`src/sw_defs.svh`:
```
`ifndef SW_DEFS_SVH
`define SW_DEFS_SVH

// array size, one PE per query base
`define SW_NUM_PE 8

// signed score width
`define SW_SCORE_W 12

// reference length limit and index width
`define SW_MAX_REF 1023
`define SW_REF_W 10

// scoring, all given as positive magnitudes
`define SW_MATCH 2
`define SW_MISMATCH 1

// gap open includes the first gap base
`define SW_GAP_OPEN 4
`define SW_GAP_EXT 1

`endif

```
`src/sw_pkg.sv`:
```
`include "sw_defs.svh"

package sw_pkg;

    localparam int SW_QIDX_W = (`SW_NUM_PE > 1) ? $clog2(`SW_NUM_PE) : 1;

    typedef logic [1:0] sw_base_t;

    typedef logic signed [`SW_SCORE_W-1:0] sw_score_t;

    typedef logic [SW_QIDX_W-1:0] sw_qidx_t;

    // stands in for unreachable gap states, far enough from the edge to subtract from
    localparam sw_score_t SW_NEG_INF = sw_score_t'(-(2 ** (`SW_SCORE_W - 2)));

    // base 0 goes to PE 0
    typedef sw_base_t [`SW_NUM_PE-1:0] sw_job_t;

    typedef struct packed {
        sw_base_t base;
        logic     last;
    } sw_ref_t;

    // one reference row as seen between neighbouring PEs
    typedef struct packed {
        logic      valid;
        sw_base_t  base;
        sw_score_t h;
        sw_score_t e;
    } sw_link_t;

    typedef struct packed {
        sw_score_t             score;
        logic [`SW_REF_W-1:0]  ref_idx;
        sw_qidx_t              qry_idx;
    } sw_result_t;

endpackage

```
`src/sw_pe.sv`:
```
`include "sw_defs.svh"

module sw_pe (
    input  logic              i_clk,
    input  logic              i_rst,
    input  logic              i_adv,
    input  logic              i_clear,
    input  sw_pkg::sw_base_t  i_qbase,
    input  sw_pkg::sw_link_t  i_left,
    output sw_pkg::sw_link_t  o_right,
    output sw_pkg::sw_score_t o_h,
    output logic              o_valid
);
    import sw_pkg::*;

    localparam sw_score_t MATCH    = sw_score_t'(`SW_MATCH);
    localparam sw_score_t MISMATCH = sw_score_t'(`SW_MISMATCH);
    localparam sw_score_t GAP_OPEN = sw_score_t'(`SW_GAP_OPEN);
    localparam sw_score_t GAP_EXT  = sw_score_t'(`SW_GAP_EXT);
    // no cell can score more than a full query match
    localparam sw_score_t H_MAX    = sw_score_t'(`SW_MATCH * `SW_NUM_PE);

    // h_q doubles as the top neighbour for the next row
    logic      vld_q;
    sw_base_t  base_q;
    sw_score_t h_q;
    sw_score_t e_q;
    sw_score_t f_q;
    // left H of the previous row
    sw_score_t diag_q;

    sw_score_t pair_s;
    sw_score_t diag_s;
    sw_score_t e_new;
    sw_score_t f_new;
    sw_score_t h_new;

    function automatic sw_score_t smax(input sw_score_t a, input sw_score_t b);
        return (a > b) ? a : b;
    endfunction

    always_comb begin
        pair_s = (i_left.base == i_qbase) ? MATCH : -MISMATCH;
        diag_s = diag_q + pair_s;
        // gap along the query, from the left neighbour
        e_new  = smax(i_left.h - GAP_OPEN, i_left.e - GAP_EXT);
        // gap along the reference, from this column's last row
        f_new  = smax(h_q - GAP_OPEN, f_q - GAP_EXT);
        h_new  = smax(smax(sw_score_t'(0), diag_s), smax(e_new, f_new));
    end

    always_ff @(posedge i_clk or posedge i_rst) begin
        if (i_rst) begin
            vld_q <= 1'b0;
        end else if (i_clear) begin
            vld_q <= 1'b0;
        end else if (i_adv) begin
            vld_q <= i_left.valid;
        end
    end

    always_ff @(posedge i_clk) begin
        if (i_clear) begin
            // top row boundary
            h_q    <= '0;
            f_q    <= SW_NEG_INF;
            diag_q <= '0;
        end else if (i_adv && i_left.valid) begin
            base_q <= i_left.base;
            h_q    <= h_new;
            e_q    <= e_new;
            f_q    <= f_new;
            diag_q <= i_left.h;
        end
    end

    assign o_right = '{valid: vld_q, base: base_q, h: h_q, e: e_q};
    assign o_h     = h_q;
    assign o_valid = vld_q;

    // local alignment floor at zero, and no wrap past the best possible score
    a_h_nonneg: assert property (@(posedge i_clk) disable iff (i_rst)
        vld_q |-> (h_q >= 0) && (h_q <= H_MAX));

endmodule

```
`src/sw_peak_finder.sv`:
```
`include "sw_defs.svh"

module sw_peak_finder (
    input  logic                   i_clk,
    input  logic                   i_rst,
    input  logic                   i_adv,
    input  logic                   i_clear,
    input  sw_pkg::sw_score_t      i_h [`SW_NUM_PE],
    input  logic [`SW_NUM_PE-1:0]  i_valid,
    output sw_pkg::sw_result_t     o_best
);
    import sw_pkg::*;

    localparam int LVLS   = $clog2(`SW_NUM_PE);
    localparam int LEAVES = 1 << LVLS;
    // diagonal steps run past the last row by the array length
    localparam int STEP_W = $clog2(`SW_MAX_REF + `SW_NUM_PE);

    typedef struct packed {
        logic      valid;
        sw_score_t h;
        sw_qidx_t  q;
    } cand_t;

    // heap order, node 1 is the root
    cand_t             node [1:2*LEAVES-1];
    logic              pend_q;
    logic [STEP_W-1:0] step_q;
    logic [STEP_W-1:0] row;
    sw_result_t        best_q;

    always_comb begin
        for (int n = 0; n < `SW_NUM_PE; n++) begin
            node[LEAVES+n] = '{valid: i_valid[n], h: i_h[n], q: sw_qidx_t'(n)};
        end
        for (int n = `SW_NUM_PE; n < LEAVES; n++) begin
            node[LEAVES+n] = '0;
        end
        // lower PE index keeps ties
        for (int n = LEAVES - 1; n >= 1; n--) begin
            if (node[2*n+1].valid && (!node[2*n].valid || node[2*n+1].h > node[2*n].h)) begin
                node[n] = node[2*n+1];
            end else begin
                node[n] = node[2*n];
            end
        end
    end

    // PE j works on row step - j
    assign row = step_q - STEP_W'(node[1].q);

    // PE outputs of a step are looked at one cycle after its advance
    always_ff @(posedge i_clk or posedge i_rst) begin
        if (i_rst) begin
            pend_q <= 1'b0;
            step_q <= '0;
            best_q <= '0;
        end else if (i_clear) begin
            pend_q <= 1'b0;
            step_q <= '0;
            best_q <= '0;
        end else begin
            pend_q <= i_adv;
            if (pend_q) begin
                step_q <= step_q + 1'b1;
                if (node[1].valid && node[1].h > best_q.score) begin
                    best_q.score   <= node[1].h;
                    best_q.ref_idx <= row[`SW_REF_W-1:0];
                    best_q.qry_idx <= node[1].q;
                end
            end
        end
    end

    assign o_best = best_q;

    a_qidx_range: assert property (@(posedge i_clk) disable iff (i_rst)
        best_q.qry_idx < `SW_NUM_PE);

endmodule

```
`src/sw_ctrl.sv`:
```
`include "sw_defs.svh"

module sw_ctrl (
    input  logic               i_clk,
    input  logic               i_rst,
    input  logic               i_job_valid,
    output logic               o_job_ready,
    input  sw_pkg::sw_job_t    i_job,
    input  logic               i_ref_valid,
    output logic               o_ref_ready,
    input  sw_pkg::sw_ref_t    i_ref,
    input  sw_pkg::sw_result_t i_best,
    output logic               o_res_valid,
    input  logic               i_res_ready,
    output sw_pkg::sw_result_t o_res,
    output logic               o_adv,
    output logic               o_clear,
    output sw_pkg::sw_job_t    o_query,
    output sw_pkg::sw_link_t   o_head
);
    import sw_pkg::*;

    typedef enum logic [1:0] {
        IDLE,
        RUN,
        DRAIN,
        DONE
    } state_t;

    localparam int DRAIN_W = $clog2(`SW_NUM_PE + 2);
    localparam logic [DRAIN_W-1:0] DRAIN_STEPS = DRAIN_W'(`SW_NUM_PE);
    // the peak register trails the last drain step by one cycle
    localparam logic [DRAIN_W-1:0] DRAIN_LAST  = DRAIN_W'(`SW_NUM_PE + 1);

    state_t             state_q;
    logic [DRAIN_W-1:0] drain_cnt_q;
    logic               clear_q;
    sw_job_t            query_q;
    sw_result_t         res_q;
    logic               job_fire;
    logic               ref_fire;
    logic               res_fire;
    logic               drain_end;

    assign o_job_ready = (state_q == IDLE);
    assign o_ref_ready = (state_q == RUN) && !clear_q;
    assign o_res_valid = (state_q == DONE);

    assign job_fire  = i_job_valid && o_job_ready;
    assign ref_fire  = i_ref_valid && o_ref_ready;
    assign res_fire  = o_res_valid && i_res_ready;
    assign drain_end = (state_q == DRAIN) && (drain_cnt_q == DRAIN_LAST);

    // one step per accepted base, then empty steps to flush the chain
    assign o_adv = ref_fire || ((state_q == DRAIN) && (drain_cnt_q < DRAIN_STEPS));

    // left boundary column: H is zero, no gap open yet
    assign o_head = '{valid: ref_fire, base: i_ref.base, h: '0, e: SW_NEG_INF};

    assign o_clear = clear_q;
    assign o_query = query_q;
    assign o_res   = res_q;

    always_ff @(posedge i_clk or posedge i_rst) begin
        if (i_rst) begin
            state_q     <= IDLE;
            drain_cnt_q <= '0;
            clear_q     <= 1'b0;
        end else begin
            clear_q <= job_fire;
            case (state_q)
                IDLE: begin
                    if (job_fire) begin
                        state_q <= RUN;
                    end
                end
                RUN: begin
                    if (ref_fire && i_ref.last) begin
                        state_q     <= DRAIN;
                        drain_cnt_q <= '0;
                    end
                end
                DRAIN: begin
                    drain_cnt_q <= drain_cnt_q + 1'b1;
                    if (drain_end) begin
                        state_q <= DONE;
                    end
                end
                DONE: begin
                    if (res_fire) begin
                        state_q <= IDLE;
                    end
                end
                default: state_q <= IDLE;
            endcase
        end
    end

    always_ff @(posedge i_clk) begin
        if (job_fire) begin
            query_q <= i_job;
        end
        if (drain_end) begin
            res_q <= i_best;
        end
    end

    // never in the clear cycle of a new job
    a_ref_in_run: assert property (@(posedge i_clk) disable iff (i_rst)
        ref_fire |-> (state_q == RUN) && ($past(state_q) == RUN));

endmodule

```
`src/sw_align_top.sv`:
```
`include "sw_defs.svh"

module sw_align_top (
    input  logic               i_clk,
    input  logic               i_rst,
    input  logic               i_job_valid,
    output logic               o_job_ready,
    input  sw_pkg::sw_job_t    i_job,
    input  logic               i_ref_valid,
    output logic               o_ref_ready,
    input  sw_pkg::sw_ref_t    i_ref,
    output logic               o_res_valid,
    input  logic               i_res_ready,
    output sw_pkg::sw_result_t o_res
);
    import sw_pkg::*;

    logic                  adv;
    logic                  clear;
    sw_job_t               query;
    sw_result_t            best;
    // link[0] comes from the control block, link[k+1] leaves PE k
    sw_link_t              link [`SW_NUM_PE+1];
    sw_score_t             pe_h [`SW_NUM_PE];
    logic [`SW_NUM_PE-1:0] pe_valid;

    sw_ctrl u_ctrl (
        .i_clk       (i_clk),
        .i_rst       (i_rst),
        .i_job_valid (i_job_valid),
        .o_job_ready (o_job_ready),
        .i_job       (i_job),
        .i_ref_valid (i_ref_valid),
        .o_ref_ready (o_ref_ready),
        .i_ref       (i_ref),
        .i_best      (best),
        .o_res_valid (o_res_valid),
        .i_res_ready (i_res_ready),
        .o_res       (o_res),
        .o_adv       (adv),
        .o_clear     (clear),
        .o_query     (query),
        .o_head      (link[0])
    );

    for (genvar k = 0; k < `SW_NUM_PE; k++) begin : g_pe
        sw_pe u_pe (
            .i_clk   (i_clk),
            .i_rst   (i_rst),
            .i_adv   (adv),
            .i_clear (clear),
            .i_qbase (query[k]),
            .i_left  (link[k]),
            .o_right (link[k+1]),
            .o_h     (pe_h[k]),
            .o_valid (pe_valid[k])
        );
    end

    sw_peak_finder u_peak (
        .i_clk   (i_clk),
        .i_rst   (i_rst),
        .i_adv   (adv),
        .i_clear (clear),
        .i_h     (pe_h),
        .i_valid (pe_valid),
        .o_best  (best)
    );

endmodule

```
`config.mk`:
```
export PLATFORM = sky130hd
export DESIGN_NAME = sw_align_top
export DESIGN_NICKNAME = d
export VERILOG_FILES = /design/src/sw_pkg.sv /design/src/sw_pe.sv /design/src/sw_peak_finder.sv /design/src/sw_ctrl.sv /design/src/sw_align_top.sv
export VERILOG_INCLUDE_DIRS = /design/src
export SDC_FILE = /design/constraint.sdc
export NUM_CORES = 2
export LEC_CHECK = 0
export ABC_AREA = 1
export BUFFER_PORTS_ARGS = -buffer_cell sky130_fd_sc_hd__buf_4
export CAP_MARGIN = 25
export CORE_UTILIZATION = 25
export CTS_CLUSTER_DIAMETER = 30
export DETAILED_ROUTE_END_ITERATION = 10
export GPL_ROUTABILITY_DRIVEN = 1
export HOLD_SLACK_MARGIN = 0.02
export PLACE_DENSITY = 0.39
export SYNTH_ARGS = -nofsm -noshare
export SYNTH_HDL_FRONTEND = slang
export SYNTH_HIERARCHICAL = 1
export SYNTH_SLANG_ARGS = --single-unit
```
`constraint.sdc`:
```
create_clock -name i_clk -period 17.3 [get_ports i_clk]
set_input_delay 1.73 -clock i_clk [delete_from_list [all_inputs] [get_ports i_clk]]
set_output_delay 1.73 -clock i_clk [all_outputs]
set_load 0.01 [all_outputs]
```
# Word level (Yosys, flattened, before mapping)

Index checks and enable logic that the tools add are counted.

Flip-flop bits (word level): 455
Logic and storage cells: 297

Equal/unequal tests: 16
Multiplexer cells: 83
Add/subtract/negate cells: 32
Order comparisons: 48
Bitwise operators: 1
Reduce and logical (&&, ||, !) cells: 54

Operators with widths:

| cell                  | number |
|---|---|
| $mux 12               | 47 |
| $gt 12x12->1          | 37 |
| $sub 12x2->12 const B | 14 |
| $mux 16               | 7 |
| $gt 1x12->1 const A   | 8 |
| $sub 12x4->12 const B | 8 |
| $add 12x12->12        | 7 |
| $mux 25               | 3 |
| $logic_and 1x1->1     | 23 |
| $mux 11               | 2 |
| $reduce_and 2->1      | 9 |
| $mux 1                | 17 |
| $eq 2x2->1            | 8 |
| $gt 12x4->1 const B   | 1 |
| $gt 3x12->1 const A   | 1 |
| $add 11x1->11 const B | 1 |
| $sub 10x3->10         | 1 |
| $logic_not 1->1       | 8 |
| $logic_or 1x1->1      | 8 |
| $mux 2                | 4 |
| $pmux 2 s4            | 1 |
| $pmux 4 s2            | 1 |
| $reduce_bool 2->1     | 4 |
| $ne 2x2->1 const B    | 3 |
| 10 further kinds      | 11 |

# Logic depth before layout (Yosys ltp)

Depth after elaboration: 17
Gate-level depth with buffers: 66
Depth with buffers taken out: 62

# Cells and area by module

The synthesis kept the hierarchy.

Modules (own cells, without submodules):

| module                    | instances | cells an instance | sequential area each (µm²) | area each (µm²) |
|---|---|---|---|---|
| sw_pe at g_pe[1].u_pe ... | 5         | 787               | 1166.1                     | 5439.0 |
| sw_peak_finder            | 1         | 1001              | 900.9                      | 6239.7 |
| sw_pe at g_pe[3].u_pe     | 1         | 787               | 1166.1                     | 5531.6 |
| sw_pe at g_pe[0].u_pe     | 1         | 786               | 1166.1                     | 5347.6 |
| sw_pe at g_pe[2].u_pe     | 1         | 785               | 1166.1                     | 5261.3 |
| sw_ctrl                   | 1         | 139               | 1406.3                     | 1951.9 |

# Worst setup path after synthesis

No wires, ideal clock.

Path type: flip-flop to flip-flop
From: reg g_pe[0].u_pe.h_q[11]
To: reg u_peak.best_q (netlist bit u_peak/o_best[12])
Arrival: 6131 ps
Clock period less this slack: 6214 ps
Path slack: 11086 ps
Stages on the path, launching flop included: 57
Cells stage by stage: dfxtp_1 inv_1 ha_1 nand2_1 nor2_2 and2_4 nand2_2 nand3_2 nand2_1 nand2_1 nand2_2 nand2_4 nand2_4 buf_12 nand2_4 nand2_1 ha_1 nand2_1 (+21 left out) o21ai_2 buf_4 nand3_2 and2_1 ha_1 a21o_1 a21oi_1 nand3_1 nand2_1 nand2_1 nand2_1 nand2_1 nand2_1 nand2_1 a21oi_2 buf_2 nand2_1 o21ai_0

Longest elaborated chain between the ends: 16
Elaborated cells between the ends (all ways): 22
Classes of those cells: add/sub (1); order compare (4); mux (6); reduce/logical (11)

RTL lines:

| what                                                   | RTL line                                   | source |
|---|---|---|
| from (decl)                                            | sw_pe.sv:26                                | `sw_score_t h_q;` |
| from (signal assigned)                                 | sw_pe.sv:70                                | `h_q <= h_new;` |
| $gt 12x12->1                                           | sw_peak_finder.sv:41                       | `if (node[2*n+1].valid && (!node[2*n].valid \|\| node[2*n+1].h > node[2*n].h)) begin` |
| $logic_or 1x1->1                                       | sw_peak_finder.sv:41                       |  |
| $logic_and 1x1->1                                      | sw_peak_finder.sv:41                       |  |
| $mux 16 (*)                                            | sw_peak_finder.sv:41                       |  |
| $gt 12x12->1 / $logic_not 1->1 (equally long branches) | sw_peak_finder.sv:41                       |  |
| $logic_or 1x1->1                                       | sw_peak_finder.sv:41                       |  |
| $logic_and 1x1->1                                      | sw_peak_finder.sv:41                       |  |
| $mux 16 (*)                                            | sw_peak_finder.sv:41                       |  |
| $gt 12x12->1 / $logic_not 1->1 (equally long branches) | sw_peak_finder.sv:41                       |  |
| $logic_or 1x1->1                                       | sw_peak_finder.sv:41                       |  |
| $logic_and 1x1->1                                      | sw_peak_finder.sv:41                       |  |
| $mux 16 (*)                                            | sw_peak_finder.sv:41                       |  |
| $sub 10x3->10 / $gt 12x12->1 (equally long branches)   | sw_peak_finder.sv:50, sw_peak_finder.sv:66 |  |
| $mux 25 / $logic_and 1x1->1 (equally long branches)    | sw_peak_finder.sv:66                       | `if (node[1].valid && node[1].h > best_q.score) begin` |
| $mux 25 / $reduce_bool 2->1 (equally long branches)    | -                                          |  |
| $mux 25 / $reduce_and 2->1 (equally long branches)     | -                                          |  |
| to (decl)                                              | sw_peak_finder.sv:30                       | `sw_result_t best_q;` |

Mark *: on every way between the ends. The rest lies on a longest branch, timed or not. The select of a mux whose other input is x is not followed.
A chain may end at the register's enable or synchronous reset.

# Final worst setup path

From: reg g_pe[5].u_pe.h_q[2]
To: reg g_pe[6].u_pe.h_q[7]

Longest elaborated chain between the ends: 7

RTL lines:

| what                             | RTL line    | source |
|---|---|---|
| from (decl)                      | sw_pe.sv:26 |  |
| from (signal assigned)           | sw_pe.sv:70 |  |
| $sub 12x4->12 (*)                | sw_pe.sv:46 | `e_new = smax(i_left.h - GAP_OPEN, i_left.e - GAP_EXT);` |
| $gt 12x12->1                     | sw_pe.sv:39 | `return (a > b) ? a : b;` |
| $mux 12 (*)                      | sw_pe.sv:39 |  |
| named net g_pe[6].u_pe.e_new[11] | sw_pe.sv:34 | `sw_score_t e_new;` |
| $gt 12x12->1                     | sw_pe.sv:39 |  |
| $mux 12 (*)                      | sw_pe.sv:39 |  |
| $gt 12x12->1                     | sw_pe.sv:39 |  |
| $mux 12 (*)                      | sw_pe.sv:39 |  |
| to (signal assigned)             | sw_pe.sv:70 |  |
| to (decl)                        | sw_pe.sv:26 |  |

Mark *: on every way through the listed nets, which the timed path passes. The rest lies on a longest branch.

==> flow_metrics.tcl <==
set metrics [dict create \
    cts_root_buffer "clkbuf_16" \
    hold_viol 0 \
    antenna_violations_before_repair 1 \
    final.min_clock_period_ns 8.31 \
    number_of_sinks_on_the_clock_net 478 \
    cp-end-kind "flop" \
    syn-cell-area_um2 51000 \
    slew-limit-headroom 0.323 \
    crit_path_max_incr_delay_ns 0.79 \
    timing.critical_path.fanout_max 22 \
    path_type_of_the_worst_setup_path "reg -> reg" \
    buffer_ports.inserted 51 \
    holdCritStartpoint "u_peak/o_best[1]$_DFFE_PP0P_" \
    postCtsHoldBufs 0 \
    rows 165 \
    drt_pre_antenna_iters 6 \
    die_w_um 454 \
    dp_hpwl_mm 136 \
    num-nets-final 7976 \
    max_clock_freq_mhz 120 \
    crit-reg2reg-launch "g_pe[5].u_pe/o_h[2]$_SDFFE_PP0P_" \
    tritoncts "done" \
    postSynthAreaPerCell_um2 6.89 \
    postSynthCellCount 7405 \
    clock_latency_ns 0.79 \
    ant_nets 0 \
    rsz0062_at_grt "no" \
    cp_slowest_cell "o21ai_0" \
    maxCapViolCount 0 \
    run_status "complete, no violations" \
    yosysWarnings 6 \
    initial_core_util 0.252 \
    drt-vias-per-instance 4.47 \
    final-max-slew-violation-count 0 \
    routed-via-count 45600 \
    layout-area-overhead-vs-synth_pct 15.3 \
    num_io_pins 52 \
    globalRoute.totalOverflow 0 \
    critPathLaunchType "flop" \
    cp_num_buf_inv 3 \
    post_route_drc_violation_count 0 \
    cts.htree.levels 4 \
    worst-endpoint-required_ns 17.94 \
    largest_net_degree_at_the_start_of_global_routing 48 \
    grt_pass1_wl_mm 260 \
    worst_clock_skew_ns 0.0366 \
    drt_wl_total_mm 169 \
    finalWeightedCongestion 0.860 \
    final.period_utilization 0.481 \
    hp-class "reg -> reg" \
    worstMarginPinSlew_ns 1.01 \
    regToRegSetupSlack_ns 8.99 \
    min_to "u_ctrl/o_res[1]$_DFFE_PP_" \
    floorplan_die_area_um2 206000 \
    worstRegToRegCells 35 \
    cts.repair.resized 0 \
    first_global_vias 44000 \
    gr-usage-all-layers 0.163 \
    initialDrtViolationCount 2834 \
    worst_setup_hold_path_clk_slew_ns 0.04 \
    setup-tns-final_ns 0 \
    cts.path.max_buffers 3 \
    fp.coreArea_um2 203000 \
    cpMostUsedCell "nor2_1" \
    setup-violations-final 0 \
    cts-buffers-inserted 163 \
    worst_reg2reg_path_endpoint "g_pe[6].u_pe/o_h[7]$_SDFFE_PP0P_" \
    vertical_extent_of_the_die_um 454 \
    post-cts-setup-buffers 0 \
    hold_depth 0 \
    average_routed_wire_per_standard_cell_um 16.5 \
    critPathTopFamily "simple AND/OR/NAND/NOR gates" \
    layout-drive-gt1-share 0.148 \
    critPathArrivalTime_ns 8.95 \
]
==> metrics by stage <==
step | worst slack (ns) | hold WS, ns | std cells | area [um^2] | util
after floorplan | 11.09 | 0.425 | 7427 | 51100 | -
after global placement | 8.92 | 0.448 | 9900 | 53000 | 0.262
after detailed placement | 9.05 | 0.443 | 9903 | 53000 | 0.262
after CTS | 9.00 | 0.455 | 10200 | 58800 | 0.290
after global routing | 8.26 | 0.468 | 10200 | 58800 | 0.290
final | 8.99 | 0.452 | 10200 | 58800 | 0.290
==> area by class of cell <==
type	count	area, um^2
diodes	1	2.50
clock buffers	215	4640
clock inverters	88	1140
fillers	22100	144000
inverters	1140	4280
multi-input cells	5524	33500
flip-flops and latches	478	11200
well taps	2672	3340
repair buffers	89	676
==> worst max-delay path by stage <==
stage / startpoint / end / slack, ns / depth (start not counted)
after floorplan: g_pe[0].u_pe/o_h[11]$_SDFFE_PP0P_ / u_peak/o_best[12]$_DFFE_PP0P_ / 11.09 / 56
after global placement: g_pe[4].u_pe/o_h[11]$_SDFFE_PP0P_ / u_peak/o_best[11]$_DFFE_PP0P_ / 8.92 / 51
after detailed placement: g_pe[5].u_pe/o_h[2]$_SDFFE_PP0P_ / g_pe[6].u_pe/o_h[7]$_SDFFE_PP0P_ / 9.05 / 35
after CTS: g_pe[5].u_pe/o_h[2]$_SDFFE_PP0P_ / g_pe[6].u_pe/o_h[7]$_SDFFE_PP0P_ / 9.00 / 35
after global routing: g_pe[6].u_pe/o_h[11]$_SDFFE_PP0P_ / u_peak/o_best[20]$_DFFE_PP0P_ / 8.26 / 53
final: g_pe[5].u_pe/o_h[2]$_SDFFE_PP0P_ / g_pe[6].u_pe/o_h[7]$_SDFFE_PP0P_ / 8.99 / 35
==> per-layer routing <==
| layer | share of wire | track usage |
|---|---|---|
| met5 | 0 | 0 |
| met4 | 0.020 | 0.0411 |
| met3 | 0.035 | 0.0223 |
| met2 | 0.46 | 0.268 |
| met1 | 0.49 | 0.221 |
==> registers in the layout (all words and copies together) (netlist names) <==
register            flops
g_pe.u_pe/base_q       14
g_pe.u_pe/diag_q       96
g_pe.u_pe/e_q          84
g_pe.u_pe/f_q          96
g_pe.u_pe/o_h          96
g_pe.u_pe/o_valid       8
u_ctrl/drain_cnt_q      4
u_ctrl/o_clear          1
u_ctrl/o_query         16
u_ctrl/o_res           25
u_ctrl/state_q          2
u_peak/o_best          25
u_peak/pend_q           1
u_peak/step_q          10
==> cells in the final DEF (no fill, tap or decap), types with 32 or more instances in the layout <==
master / n
a21oi_1: 398
a21oi_2: 78
and2_1: 108
buf_4: 87
clkbuf_16: 167
clkinv_2: 33
conb_1: 32
dfrtp_1: 50
dfxtp_1: 288
edfxtp_1: 139
ha_1: 555
inv_1: 1093
inv_2: 43
nand2_1: 1469
nand2_2: 234
nand2_4: 61
nand3_1: 417
nand3_2: 157
nand3_4: 34
nand4_1: 187
nor2_1: 719
nor2_2: 56
nor3_1: 96
o211ai_1: 40
o21ai_0: 396
or2_2: 37
xnor2_1: 64
xor2_1: 215
Power is left out: the tool's default activity adds up to more than one toggle a clock period on the data nets, which glitch-free logic cannot reach.
